<file path="src/design/gb_irq_pkg.sv">
// ------------------------------
// interrupt and serial package
// flag bit positions, vectors and serial fsm
// ------------------------------

package gb_irq_pkg;

	typedef logic [4:0] irq_bits_t; // one bit per source

	// flag bit positions, bit 0 has top priority
	localparam int IRQ_VBLANK = 0;
	localparam int IRQ_LCD    = 1;
	localparam int IRQ_TIMER  = 2;
	localparam int IRQ_SERIAL = 3;
	localparam int IRQ_JOYPAD = 4;

	localparam logic [7:0] VEC_BASE = 8'h40; // vblank entry
	localparam logic [7:0] VEC_STEP = 8'h08; // spacing of entries
	localparam logic [7:0] VEC_NONE = 8'h55; // nothing pending

	typedef enum logic [1:0] {SER_IDLE, SER_SHIFT, SER_DONE} ser_state_t;

	localparam logic [8:0] SER_DIV_MAX = 9'd511; // cycles per bit - 1
	localparam logic [8:0] SER_EDGE_AT = 9'd100; // shift clock falls here

endpackage

</file>
<file path="src/design/gb_map_pkg.sv">
// ------------------------------
// memory map package
// bus widths, address map and fixed read values
// ------------------------------

package gb_map_pkg;

	typedef logic [15:0] addr_t; // cpu address
	typedef logic [7:0]  data_t; // bus byte

	// io registers
	localparam addr_t ADDR_JOYP = 16'hff00;
	localparam addr_t ADDR_SB   = 16'hff01;
	localparam addr_t ADDR_SC   = 16'hff02;
	localparam addr_t ADDR_IF   = 16'hff0f;
	localparam addr_t ADDR_IE   = 16'hffff;

	localparam logic [8:0] ZP_BASE_HI = 9'h1ff; // addr[15:7] of ff80

	localparam int WRAM_AW = 13; // 8k work ram
	localparam int ZP_AW   = 7;  // 128 byte zero page, ffff is IE

	localparam data_t OPEN_BUS = 8'hff; // nothing mapped

endpackage

</file>
<file path="src/design/gb_serial.sv">
// ------------------------------
// serial port, internal clock master
// 8 bit shift, bit clock divider, done irq
// ------------------------------

module gb_serial import gb_map_pkg::*, gb_irq_pkg::*; (
	input  logic  clk_cpu,
	input  logic  reset,
	input  data_t wdata,
	input  logic  sb_wr,
	input  logic  sc_wr,
	input  logic  serial_data_in,
	output data_t sb_q,
	output data_t sc_q,
	output logic  ser_irq,
	output logic  serial_clk_out,
	output logic  serial_data_out
);

	ser_state_t state;
	data_t      sb_r;
	logic       sc_start, sc_clk; // SC bits 7 and 0
	logic [8:0] div;              // bit period counter
	logic [2:0] bit_cnt;          // bits left - 1
	logic       clk_out_r, data_out_r;

	wire bit_tick = (state == SER_SHIFT) && (div == 9'd0);

	assign sb_q            = sb_r;
	assign sc_q            = {sc_start, 6'h3f, sc_clk}; // unused bits high
	assign ser_irq         = state == SER_DONE;
	assign serial_clk_out  = clk_out_r;
	assign serial_data_out = data_out_r;

	// shift register, msb out and data in at the rising shift clock
	always_ff @(posedge clk_cpu) begin
		if (sb_wr)
			sb_r <= wdata;
		else if (bit_tick)
			sb_r <= {sb_r[6:0], serial_data_in};
	end

	// ------------------------------
	// transfer fsm
	// ------------------------------
	always_ff @(posedge clk_cpu) begin
		if (reset) begin
			state      <= SER_IDLE;
			sc_start   <= 1'b0;
			sc_clk     <= 1'b0;
			div        <= SER_DIV_MAX;
			bit_cnt    <= 3'd0;
			clk_out_r  <= 1'b1; // idle high
			data_out_r <= 1'b1;
		end else if (sc_wr) begin
			sc_start  <= wdata[7];
			sc_clk    <= wdata[0];
			div       <= SER_DIV_MAX;
			bit_cnt   <= 3'd7;
			clk_out_r <= 1'b1;
			state     <= (wdata[7] && wdata[0]) ? SER_SHIFT : SER_IDLE; // ext clock not supported
		end else begin
			case (state)
				SER_SHIFT: begin
					div <= div - 9'd1;
					if (div == SER_EDGE_AT) clk_out_r <= 1'b0; // falling shift clock
					if (bit_tick) begin
						clk_out_r  <= 1'b1;
						data_out_r <= sb_r[7];
						div        <= SER_DIV_MAX;
						if (bit_cnt == 3'd0) state <= SER_DONE;
						else bit_cnt <= bit_cnt - 3'd1;
					end
				end
				SER_DONE: begin
					sc_start <= 1'b0; // same edge as IF bit 3
					state    <= SER_IDLE;
				end
				default: state <= SER_IDLE;
			endcase
		end
	end

endmodule

</file>
<file path="config.mk">
export PLATFORM = sky130hd
export DESIGN_NAME = gb_serial
export DESIGN_NICKNAME = d
export VERILOG_FILES = /design/src/design/gb_irq_pkg.sv /design/src/design/gb_map_pkg.sv /design/src/design/gb_serial.sv
export SDC_FILE = /design/constraint.sdc
export NUM_CORES = 1
export LEC_CHECK = 0
export ABC_AREA = 1
export BUFFER_PORTS_ARGS = -buffer_cell sky130_fd_sc_hd__buf_4
export CAP_MARGIN = 20
export CORE_MARGIN = 1
export CORE_UTILIZATION = 56
export CTS_BUF_LIST = sky130_fd_sc_hd__clkbuf_16
export DETAILED_ROUTE_END_ITERATION = 6
export PLACE_DENSITY = 0.89
export REMOVE_ABC_BUFFERS = 1
export SYNTH_ARGS = -nofsm -noshare
export SYNTH_HDL_FRONTEND = slang
export SYNTH_SLANG_ARGS = --single-unit
</file>
<file path="constraint.sdc">
create_clock -name clk_cpu -period 4.9 [get_ports clk_cpu]
set_clock_uncertainty 0.1 [all_clocks]
set_input_delay 0.49 -clock clk_cpu [delete_from_list [all_inputs] [get_ports clk_cpu]]
set_output_delay 0.49 -clock clk_cpu [all_outputs]
set_load 0.02 [all_outputs]
</file>
==> flow_summary.toml, run 1 <==
[status]
run_status = "finished clean"

[synthesis]
netlist-cell-type-count = 31
yosysWarningCount = 0
post_synthesis_cell_count = 167
number_of_storage_elements_in_the_synthesis_netlist = 26
synth.avg_cell_area_um2 = 8.07
post_synth_instance_area_um2 = 1350
seq_area_frac_synth_pct = 44.6

[floorplan]
ios = 32
floorplan.die.height_um = 51.1
die_width_um = 51.1
placementRows = 17
core_area_um2 = 2230
die_area_um2 = 2610
initial_core_util_pct = 60.3

[placed_design]
hpwlAfterDp_um = 2000
place.port_buffers = 25
post-place-ws_ns = 3.03
finalWeightedCongestion = 0.840
numPlacedInstances = 215

[sta]
slew_limit_fails = 0
fmaxAchievable_mhz = 531
timing.final.hold_violations = 0
setup_tns_ns = 0
finalSetupViolCount = 0
min_period_ns = 1.88
layout_setup_ws_ns = 3.02
grt_setup_unrepaired = "false"
final_worst_path_period_share_pct = 38.4

[setup_path]
crit_fanout = 8
cp-end-kind = "register"
timing.setup.critical_path_class = "reg -> reg"
timing.reg2reg.setup_slack_ns = 3.02
critical-path-max-stage-delay_ns = 0.32
timing.critical_path.arrival_ns = 1.71
cp_slowest_cell = "sky130_fd_sc_hd__dfxtp_1"
cpLargestDelayFamily = "simple AND/OR/NAND/NOR gates"
cp_cell_sequence = "inv_1 -> ha_1 -> inv_1 -> nor2_1 -> nand2_1 -> nor2_4 -> nand2_2 -> nand2_1"
worstPathBufferInverterCount = 2
cp.required_ns = 4.73
cp-start-kind = "register"

[final_layout]
final-instance-count-excl-fill = 218
layout.filler_cells = 186
layout-drive-gt1-share_pct = 23.7
area_delta_synth_final_pct = 17.8
postLayoutCoreUtil_pct = 71.1
antenna-diode-count = 0
fin_nets = 209

[clock_network]
cts_root_buffer = "sky130_fd_sc_hd__clkbuf_16"
hold_buffers = 0
clk_path_buf_depth = 2
cts_htree_levels = 1
tritoncts = "yes"
post_cts_resized = 0
post-cts-setup-buffers = 0
cts.sinks = 26
clkSlewWorstSetupHoldPaths_ns = 0.06
clk_latency_ns = 0.26
numCtsBuffers = 3

[route]
dr_total_vias = 1155
via_per_inst = 5.30
detailroute.wirelength.met3_um = 113
top_signal_layer_used = "met4"
dr.first_iter.drc_count = 28
detail_route.wirelength_um = 2630
wl_met1_um = 1130
met2_length_um = 1340
remaining_drc_errors = 0
ant_nets = 0
detail_route.first_pass.iterations = 5
route.detailed.wl_per_inst_um = 12.1

[flow_run]
maxCapViolCount = 0

[global_route]
track_usage_pct = 23.1
antenna_violations_before_repair = 0
first_global_vias = 1087
largest_net_degree_at_the_start_of_global_routing = 14
grt_first_pass_wirelength_um = 4420
gr-total-overflow = 0

[power]
ir_worst_vdd_mv = 0.187
power_per_cell_area_nw_per_um2 = 295
static-leakage-power_nw = 0.742

[hold_path]
holdCritPathClass = "in -> reg"
[synthesized netlist by cell type]
master	n	share of area, %
sky130_fd_sc_hd__o21ai_1	1	0.37
sky130_fd_sc_hd__nand4_1	4	1.9
sky130_fd_sc_hd__xor2_1	1	0.65
sky130_fd_sc_hd__o31ai_1	1	0.56
sky130_fd_sc_hd__o21ai_0	5	1.9
sky130_fd_sc_hd__nor2_2	2	0.93
sky130_fd_sc_hd__nor3_2	1	0.74
sky130_fd_sc_hd__nand2_2	5	2.3
sky130_fd_sc_hd__inv_2	2	0.56
sky130_fd_sc_hd__dfxtp_1	18	27
sky130_fd_sc_hd__o211ai_1	2	1.1
sky130_fd_sc_hd__nand3_2	1	0.74
sky130_fd_sc_hd__buf_2	1	0.37
sky130_fd_sc_hd__ha_1	4	3.7
sky130_fd_sc_hd__nand4_2	1	0.93
sky130_fd_sc_hd__nand3b_1	1	0.56
sky130_fd_sc_hd__nor3_1	1	0.37
sky130_fd_sc_hd__a21oi_4	1	1.2
sky130_fd_sc_hd__a21oi_1	3	1.1
sky130_fd_sc_hd__nor2_1	8	2.2
sky130_fd_sc_hd__clkinv_1	2	0.56
sky130_fd_sc_hd__or2_2	1	0.46
sky130_fd_sc_hd__nand2_1	46	13
sky130_fd_sc_hd__buf_6	1	0.84
sky130_fd_sc_hd__conb_1	1	0.28
sky130_fd_sc_hd__or2_0	1	0.46
sky130_fd_sc_hd__nor2_4	3	2.5
sky130_fd_sc_hd__nand3_1	18	6.7
sky130_fd_sc_hd__edfxtp_1	8	18
sky130_fd_sc_hd__inv_1	15	4.2
sky130_fd_sc_hd__buf_4	8	4.5
[kinds of logic after synthesis]
logic type,after synthesis,share of synthesized area (%)
XOR/XNOR,1,0.650
adder cells (fa/ha/maj),4,3.71
AND/OR/NAND/NOR,93,33.6
other,1,0.278
AO/OA/AOI/OAI,13,6.22
buffers and inverters,29,11.0
flip-flops,26,44.6
[final timing paths]
path | start | to | cells past startpoint
worst min-delay path | reset | state[0] | 2
worst max register to register | div[0] | sb_q[5] | 8
worst min register to register | serial_clk_out | serial_clk_out | 2
worst max-delay path | div[0] | sb_q[5] | 8
[worst reg2reg max path, delay by kind of cell (launching register included)]
kind,cells,cell delay [ns]
flip-flops,1,0.32
adder cells (fa/ha/maj),1,0.16
buffers and inverters,2,0.17
AND/OR/NAND/NOR,5,0.80
[cells in the final DEF (no fill, tap or decap)]
cell                        count
sky130_fd_sc_hd__edfxtp_1       8
sky130_fd_sc_hd__nor2_4         3
sky130_fd_sc_hd__o31ai_1        1
sky130_fd_sc_hd__nand3_1       18
sky130_fd_sc_hd__nand2_2        5
sky130_fd_sc_hd__nand3b_1       1
sky130_fd_sc_hd__or2_2          1
sky130_fd_sc_hd__nand4_1        4
sky130_fd_sc_hd__nand2_1       46
sky130_fd_sc_hd__buf_4         25
sky130_fd_sc_hd__or2_0          1
sky130_fd_sc_hd__a21oi_4        1
sky130_fd_sc_hd__conb_1         6
sky130_fd_sc_hd__a21oi_1        3
sky130_fd_sc_hd__dfxtp_1       18
sky130_fd_sc_hd__clkbuf_16      3
sky130_fd_sc_hd__clkinv_1       2
sky130_fd_sc_hd__nand4_2        1
sky130_fd_sc_hd__nor3_1         1
sky130_fd_sc_hd__xor2_1         1
sky130_fd_sc_hd__ha_1           4
sky130_fd_sc_hd__inv_1         15
sky130_fd_sc_hd__nand3_2        1
sky130_fd_sc_hd__nor2_2         2
sky130_fd_sc_hd__nor3_2         1
sky130_fd_sc_hd__o211ai_1       2
sky130_fd_sc_hd__o21ai_1        1
sky130_fd_sc_hd__nor2_1         8
sky130_fd_sc_hd__o21ai_0        5
sky130_fd_sc_hd__inv_2          2
[state kept, by name (all words and copies together), names as in the netlist]
register	flops
div	9
sb_q	8
bit_cnt	3
state	2
sc_clk	1
sc_start	1
serial_clk_out	1
serial_data_out	1
[report_power, final]
group	switching (mW)	internal (mW)
sequential	0.00487	0.232
combinational	0.0351	0.0212
clock	0.0677	0.108
total	0.108	0.361
[through the flow]
stage / hold slack (ns) / cell area, um^2 / power, mW
finish: 0.305 / 1590 / 0.469
global route: 0.307 / 1590 / 0.484
CTS: 0.300 / 1590 / 0.470
detailed placement: 0.367 / 1510 / 0.297
global placement: 0.350 / 1510 / 0.294
floorplan: 0.343 / 1290 / 0.273
[area by class of cell]
cell class	count	area, um^2	area share, %
clock buffers	3	75.1	4.73
inverters	19	71.3	4.49
multi-input cells	117	618	38.9
flip-flops and latches	26	601	37.8
well taps	28	35.0	2.21
repair buffers	25	188	11.8
[metal layers]
metal  global-route usage, %  vias to the layer above
li1                        -                      578
met1                    24.8                      530
met2                    42.8                       42
met3                    4.17                        5
met4                    11.6                        0
met5                       0                        -
(Power assumes the default switching activity.)
==> run 2, diff against run 1 <==
--- a/config.mk
+++ b/config.mk
@@ -5,14 +5,14 @@
 export SDC_FILE = /design/constraint.sdc
 export NUM_CORES = 1
 export LEC_CHECK = 0
-export ABC_AREA = 1
+export ABC_AREA = 0
 export BUFFER_PORTS_ARGS = -buffer_cell sky130_fd_sc_hd__buf_4
 export CAP_MARGIN = 20
 export CORE_MARGIN = 1
-export CORE_UTILIZATION = 56
+export CORE_UTILIZATION = 52
 export CTS_BUF_LIST = sky130_fd_sc_hd__clkbuf_16
 export DETAILED_ROUTE_END_ITERATION = 6
-export PLACE_DENSITY = 0.89
+export PLACE_DENSITY = 0.84
 export REMOVE_ABC_BUFFERS = 1
 export SYNTH_ARGS = -nofsm -noshare
 export SYNTH_HDL_FRONTEND = slang
==> constraint.sdc (replaced) <==
create_clock -name clk_cpu -period 1.95 [get_ports clk_cpu]
set_clock_uncertainty 0.1 [all_clocks]
set_input_delay 0.195 -clock clk_cpu [delete_from_list [all_inputs] [get_ports clk_cpu]]
set_output_delay 0.195 -clock clk_cpu [all_outputs]
set_load 0.02 [all_outputs]
==> flow_summary.toml, run 2 <==
[sta]
timing.final.hold_violations = 0
fmaxAchievable_mhz = 537
finalSetupViolCount = 0
timing.hold.ws_ns = 0.0892
layout_setup_ws_ns = 0.0877
grt_setup_unrepaired = "false"
final_worst_path_period_share_pct = 95.5
slew_limit_fails = 0
min_period_ns = 1.86
setup_tns_ns = 0

[global_route]
first_global_vias = 1063
antenna_violations_before_repair = 0
grt_first_pass_wirelength_um = 5000
track_usage_pct = 25.1
largest_net_degree_at_the_start_of_global_routing = 16
gr-total-overflow = 0

[clock_network]
clk_path_buf_depth = 2
cts_root_buffer = "sky130_fd_sc_hd__clkbuf_16"
tritoncts = "yes"
cts_htree_levels = 1
clkSlewWorstSetupHoldPaths_ns = 0.07
numCtsBuffers = 3
cts.sinks = 26
clk_latency_ns = 0.26

[power]
switching_power_mw = 0.286
static-leakage-power_nw = 0.648
power_per_cell_area_nw_per_um2 = 797
combPwrFrac_pct = 10.8
ir_worst_vdd_mv = 0.693
power.share.clock_pct = 45.0
power.share.switching_pct = 21.4
power.internal_mw = 1.05
sequentialPowerShare_pct = 44.2

[final_layout]
antenna-diode-count = 0
layout.filler_cells = 198
layout.cells.most_common_list = "sky130_fd_sc_hd__buf_4 (29), sky130_fd_sc_hd__dfxtp_1 (18), sky130_fd_sc_hd__mux2_2 (8), sky130_fd_sc_hd__edfxtp_1 (8), sky130_fd_sc_hd__nand3_1 (7)"
leading_cell_type_in_the_layout_fill_and_taps_excluded = "sky130_fd_sc_hd__buf_4"
design_area_um2 = 1680
layout-drive-gt1-share_pct = 31.0
seqCellArea_um2 = 601
max_flop_register = "div"
number_of_flip_flops_in_the_largest_register = 9
multi_input_logic_area_um2 = 678
fin_nets = 176
area_delta_synth_final_pct = 22.7

[setup_path]
timing.rr.start = "div[4]"
cp.required_ns = 2.06
cpLargestDelayFamily = "simple AND/OR/NAND/NOR gates"
cp-end-kind = "register"
crit_path_start = "div[4]"
cp_cell_sequence = "or4b_4 -> buf_12 -> or4_1 -> nand3_1"
cp_slowest_cell = "sky130_fd_sc_hd__or4b_4"
timing.reg2reg.setup_slack_ns = 0.09
crit_fanout = 8
worstPathBufferInverterCount = 1
timing.critical_path.arrival_ns = 1.97
cp-start-kind = "register"
timing.setup.critical_path_class = "reg -> reg"
critical-path-max-stage-delay_ns = 0.62

[floorplan]
die_width_um = 53.3
placementRows = 18
ios = 32
die_area_um2 = 2840
floorplan.die.height_um = 53.3
core_area_um2 = 2480
initial_core_util_pct = 55.3

[synthesis]
post_synthesis_cell_count = 133
synth.avg_cell_area_um2 = 10.3
synth-edff-count = 8
post_synth_instance_area_um2 = 1370
seq_area_frac_synth_pct = 43.8
synth_async_sr_flop_share_pct = 0
synth_ff_type = "sky130_fd_sc_hd__dfxtp_1"
synth_common_cells = "sky130_fd_sc_hd__dfxtp_1 (18), sky130_fd_sc_hd__buf_4 (8), sky130_fd_sc_hd__edfxtp_1 (8), sky130_fd_sc_hd__mux2_2 (8)"
synth.most_common_cell = "sky130_fd_sc_hd__dfxtp_1"
number_of_storage_elements_in_the_synthesis_netlist = 26
netlist-cell-type-count = 41
synth_top_cells_by_area = "sky130_fd_sc_hd__dfxtp_1 (26%), sky130_fd_sc_hd__edfxtp_1 (18%), sky130_fd_sc_hd__mux2_2 (6.6%)"
post-synth-top-area-cell = "sky130_fd_sc_hd__dfxtp_1"
yosysWarningCount = 0
synth_top_area_share_pct = 26.3

[placed_design]
post-place-ws_ns = 0.0778
place.port_buffers = 25
detailed_place.area_um2 = 1550
hpwlAfterDp_um = 2220
finalWeightedCongestion = 0.783

[flow_run]
maxCapViolCount = 0

[route]
met2_length_um = 1690
via_per_inst = 6.18
ant_nets = 0
detail_route.wirelength_um = 3190
dr_total_vias = 1161
dr.first_iter.drc_count = 40
detail_route.first_pass.iterations = 4
remaining_drc_errors = 0
wl_met1_um = 1190
route.detailed.wl_per_inst_um = 16.9
detailroute.wirelength.met3_um = 199
top_signal_layer_used = "met4"

[status]
run_status = "finished clean"

[hold_path]
holdCritPathClass = "in -> reg"
min_from = "reset"
## run 2: per-layer routing
metal | GRT usage (%) | vias up
li1 | - | 533
met5 | 0 | -
met3 | 6.61 | 14
met1 | 28.5 | 552
met2 | 42.5 | 62
met4 | 13.2 | 0
## run 2: timing repair
action                                  4_1_cts  5_1_grt
buffers inserted                              0        1
hold buffers                                  0        0
resized for setup                             0        1
endpoints found under the setup margin        0        9
## run 2: worst paths after layout
check | cells after the start | endpoint
worst max-delay path | 4 | div[8]
worst min-delay path | 2 | bit_cnt[0]
worst max register to register | 4 | div[8]
worst min register to register | 2 | serial_clk_out
## run 2: layout make-up
class                   instances  share of cell area [%]
repair buffers                 30                    14.1
well taps                      30                    2.23
inverters                       6                    1.34
clock buffers                   3                    4.46
clock inverters                 1                    1.79
flip-flops and latches         26                    35.7
multi-input cells              92                    40.3
## run 2: logic make-up after synthesis
logic type / after synthesis / share of synthesized area [%]
AO/OA/AOI/OAI: 18 / 11.1
XOR/XNOR: 2 / 1.28
adder cells (fa/ha/maj): 4 / 3.65
buffers and inverters: 20 / 8.22
flip-flops: 26 / 43.8
multiplexers: 10 / 8.04
other: 1 / 0.274
AND/OR/NAND/NOR: 52 / 23.7
## run 2: through the flow
stage / cells / util (%) / power (mW)
3_5_place_dp: 183 / 62.7 / 0.745
4_1_cts: 187 / 67.0 / 1.34
5_1_grt: 188 / 67.9 / 1.37
2_1_floorplan: 124 / - / 0.679
6_report: 188 / 67.9 / 1.34
3_3_place_gp: 183 / 62.7 / 0.736
## run 2: power by group through the flow
stage                     Combinational [mW]  Sequential (mW)  Clock [mW]
final                                  0.145            0.593       0.604
after floorplan                       0.0591            0.620           0
after global routing                   0.157            0.595       0.621
after detailed placement               0.140            0.605           0
after CTS                              0.142            0.593       0.605
after global placement                 0.134            0.602           0
==> run 3, diff against run 2 <==
--- a/config.mk
+++ b/config.mk
@@ -7,10 +7,9 @@
 export LEC_CHECK = 0
 export ABC_AREA = 0
 export BUFFER_PORTS_ARGS = -buffer_cell sky130_fd_sc_hd__buf_4
-export CAP_MARGIN = 20
+export CAP_MARGIN = 30
 export CORE_MARGIN = 1
 export CORE_UTILIZATION = 52
-export CTS_BUF_LIST = sky130_fd_sc_hd__clkbuf_16
 export DETAILED_ROUTE_END_ITERATION = 6
 export PLACE_DENSITY = 0.84
 export REMOVE_ABC_BUFFERS = 1
==> flow_summary.toml, run 3 (synthesis gave the netlist of run 2 again) <==
[global_route]
gr-total-overflow = 0
met1_usage_pct = 23.6
antenna_violations_before_repair = 0
largest_net_degree_at_the_start_of_global_routing = 16
grt_first_pass_wirelength_um = 4520
track_usage_pct = 22.2
first_global_vias = 1046
grt-busiest-layer = "met2"
grt_use_met2_pct = 39.6
grt_util_met3_pct = 5.17

[final_layout]
layout-drive-gt1-share_pct = 31.3
max_flop_register = "div"
multi_input_logic_area_um2 = 678
fin_nets = 178
postLayoutCoreUtil_pct = 66.0
layout.filler_cells = 203
number_of_flip_flops_in_the_largest_register = 9
layout.cells.most_common_list = "sky130_fd_sc_hd__buf_4 (31), sky130_fd_sc_hd__dfxtp_1 (18), sky130_fd_sc_hd__mux2_2 (8), sky130_fd_sc_hd__edfxtp_1 (8), sky130_fd_sc_hd__nand3_1 (7)"
seqCellArea_um2 = 601
area_delta_synth_final_pct = 19.3
antenna-diode-count = 0
leading_cell_type_in_the_layout_fill_and_taps_excluded = "sky130_fd_sc_hd__buf_4"

[sta]
slew_headroom_pct = 65.6
final_worst_path_period_share_pct = 97.3
layout_setup_ws_ns = 0.0529
min_period_ns = 1.90
timing.final.hold_violations = 0
grt_setup_unrepaired = "false"
timing.hold.ws_ns = 0.00234
finalSetupViolCount = 0
slew_limit_fails = 0
fmaxAchievable_mhz = 527
worst_pin_slew_ns = 0.511
setup_tns_ns = 0

[route]
route.detailed.wl_per_inst_um = 16.3
remaining_drc_errors = 0
detail_route.wirelength_um = 3100
via_per_inst = 6.11
detail_route.first_pass.iterations = 4
ant_nets = 0
dr.first_iter.drc_count = 43
dr_total_vias = 1160

[setup_path]
cp.required_ns = 2.13
crit_fanout = 9
cp-end-kind = "register"
timing.critical_path.arrival_ns = 2.08
critical-path-max-stage-delay_ns = 0.55
timing.setup.critical_path_class = "reg -> reg"
cp_cell_sequence = "or4b_4 -> buf_4 -> or4_1 -> nand3_1"
cp_slowest_cell = "sky130_fd_sc_hd__or4b_4"
cp-start-kind = "register"

[flow_run]
maxCapViolCount = 0

[clock_network]
tritoncts = "yes"
cts_root_buffer = "sky130_fd_sc_hd__clkbuf_4"
numCtsBuffers = 3
clk_path_buf_depth = 2
clkSlewWorstSetupHoldPaths_ns = 0.16
clk_latency_ns = 0.34
cts.sinks = 26
cts_htree_levels = 1

[floorplan]
initial_core_util_pct = 55.3
ios = 32
die_width_um = 53.3
floorplan.die.height_um = 53.3
core_area_um2 = 2480
die_area_um2 = 2840
placementRows = 18

[power]
ir_worst_vdd_mv = 0.624
power_per_cell_area_nw_per_um2 = 686
static-leakage-power_nw = 0.627

[status]
run_status = "finished clean"

[placed_design]
finalWeightedCongestion = 0.783
post-place-ws_ns = 0.0778
hpwlAfterDp_um = 2220
place.port_buffers = 25

[hold_path]
holdCritPathClass = "in -> reg"
## run 3: timing repair
action / CTS / global route
buffers inserted: 0 / 2
gates resized for setup: 0 / 1
endpoints found under the hold margin: 6 / 0
hold buffers: 1 / 0
setup endpoints to repair: 0 / 9
## run 3: power by group
| group | internal, mW | switching (mW) |
|---|---|---|
| sequential | 0.581 | 0.0120 |
| combinational | 0.0660 | 0.0788 |
| clock | 0.208 | 0.176 |
## run 3: critical path, delay by kind of cell, from the launching register on
| family | cells | cell delay (ns) |
|---|---|---|
| buf+inv | 1 | 0.17 |
| flops | 1 | 0.43 |
| simple gates | 3 | 1.13 |
## run 3: path summary, 6_finish.rpt
kind	startpoint	endpoint	slack [ns]	cells after the start
max	state[0]	div[8]	0.05	4
max reg2reg	state[0]	div[8]	0.05	4
min reg2reg	serial_clk_out	serial_clk_out	0.38	2
min	wdata[0]	sc_clk	0.002	3
## run 3: metal layers
| layer | vias to the layer above | share of wire [%] |
|---|---|---|
| met1 | 553 | 40 |
| met2 | 54 | 52 |
| met5 | - | 0 |
| li1 | 540 | - |
| met4 | 0 | 2.7 |
| met3 | 13 | 5.1 |
## run 3: area by class of cell
class	count	share of cell area (%)
multi-input cells	92	41.5
inverters	6	1.38
flip-flops and latches	26	36.8
clock buffers	3	1.38
repair buffers	32	14.9
well taps	30	2.30
clock inverters	1	1.84
## run 3: through the flow
stage	std cells	cell area, um^2	total power, mW
after floorplan	124	1300	0.679
after global placement	183	1550	0.736
after detailed placement	183	1550	0.745
after CTS	188	1620	1.12
after global routing	190	1630	1.15
final	190	1630	1.12
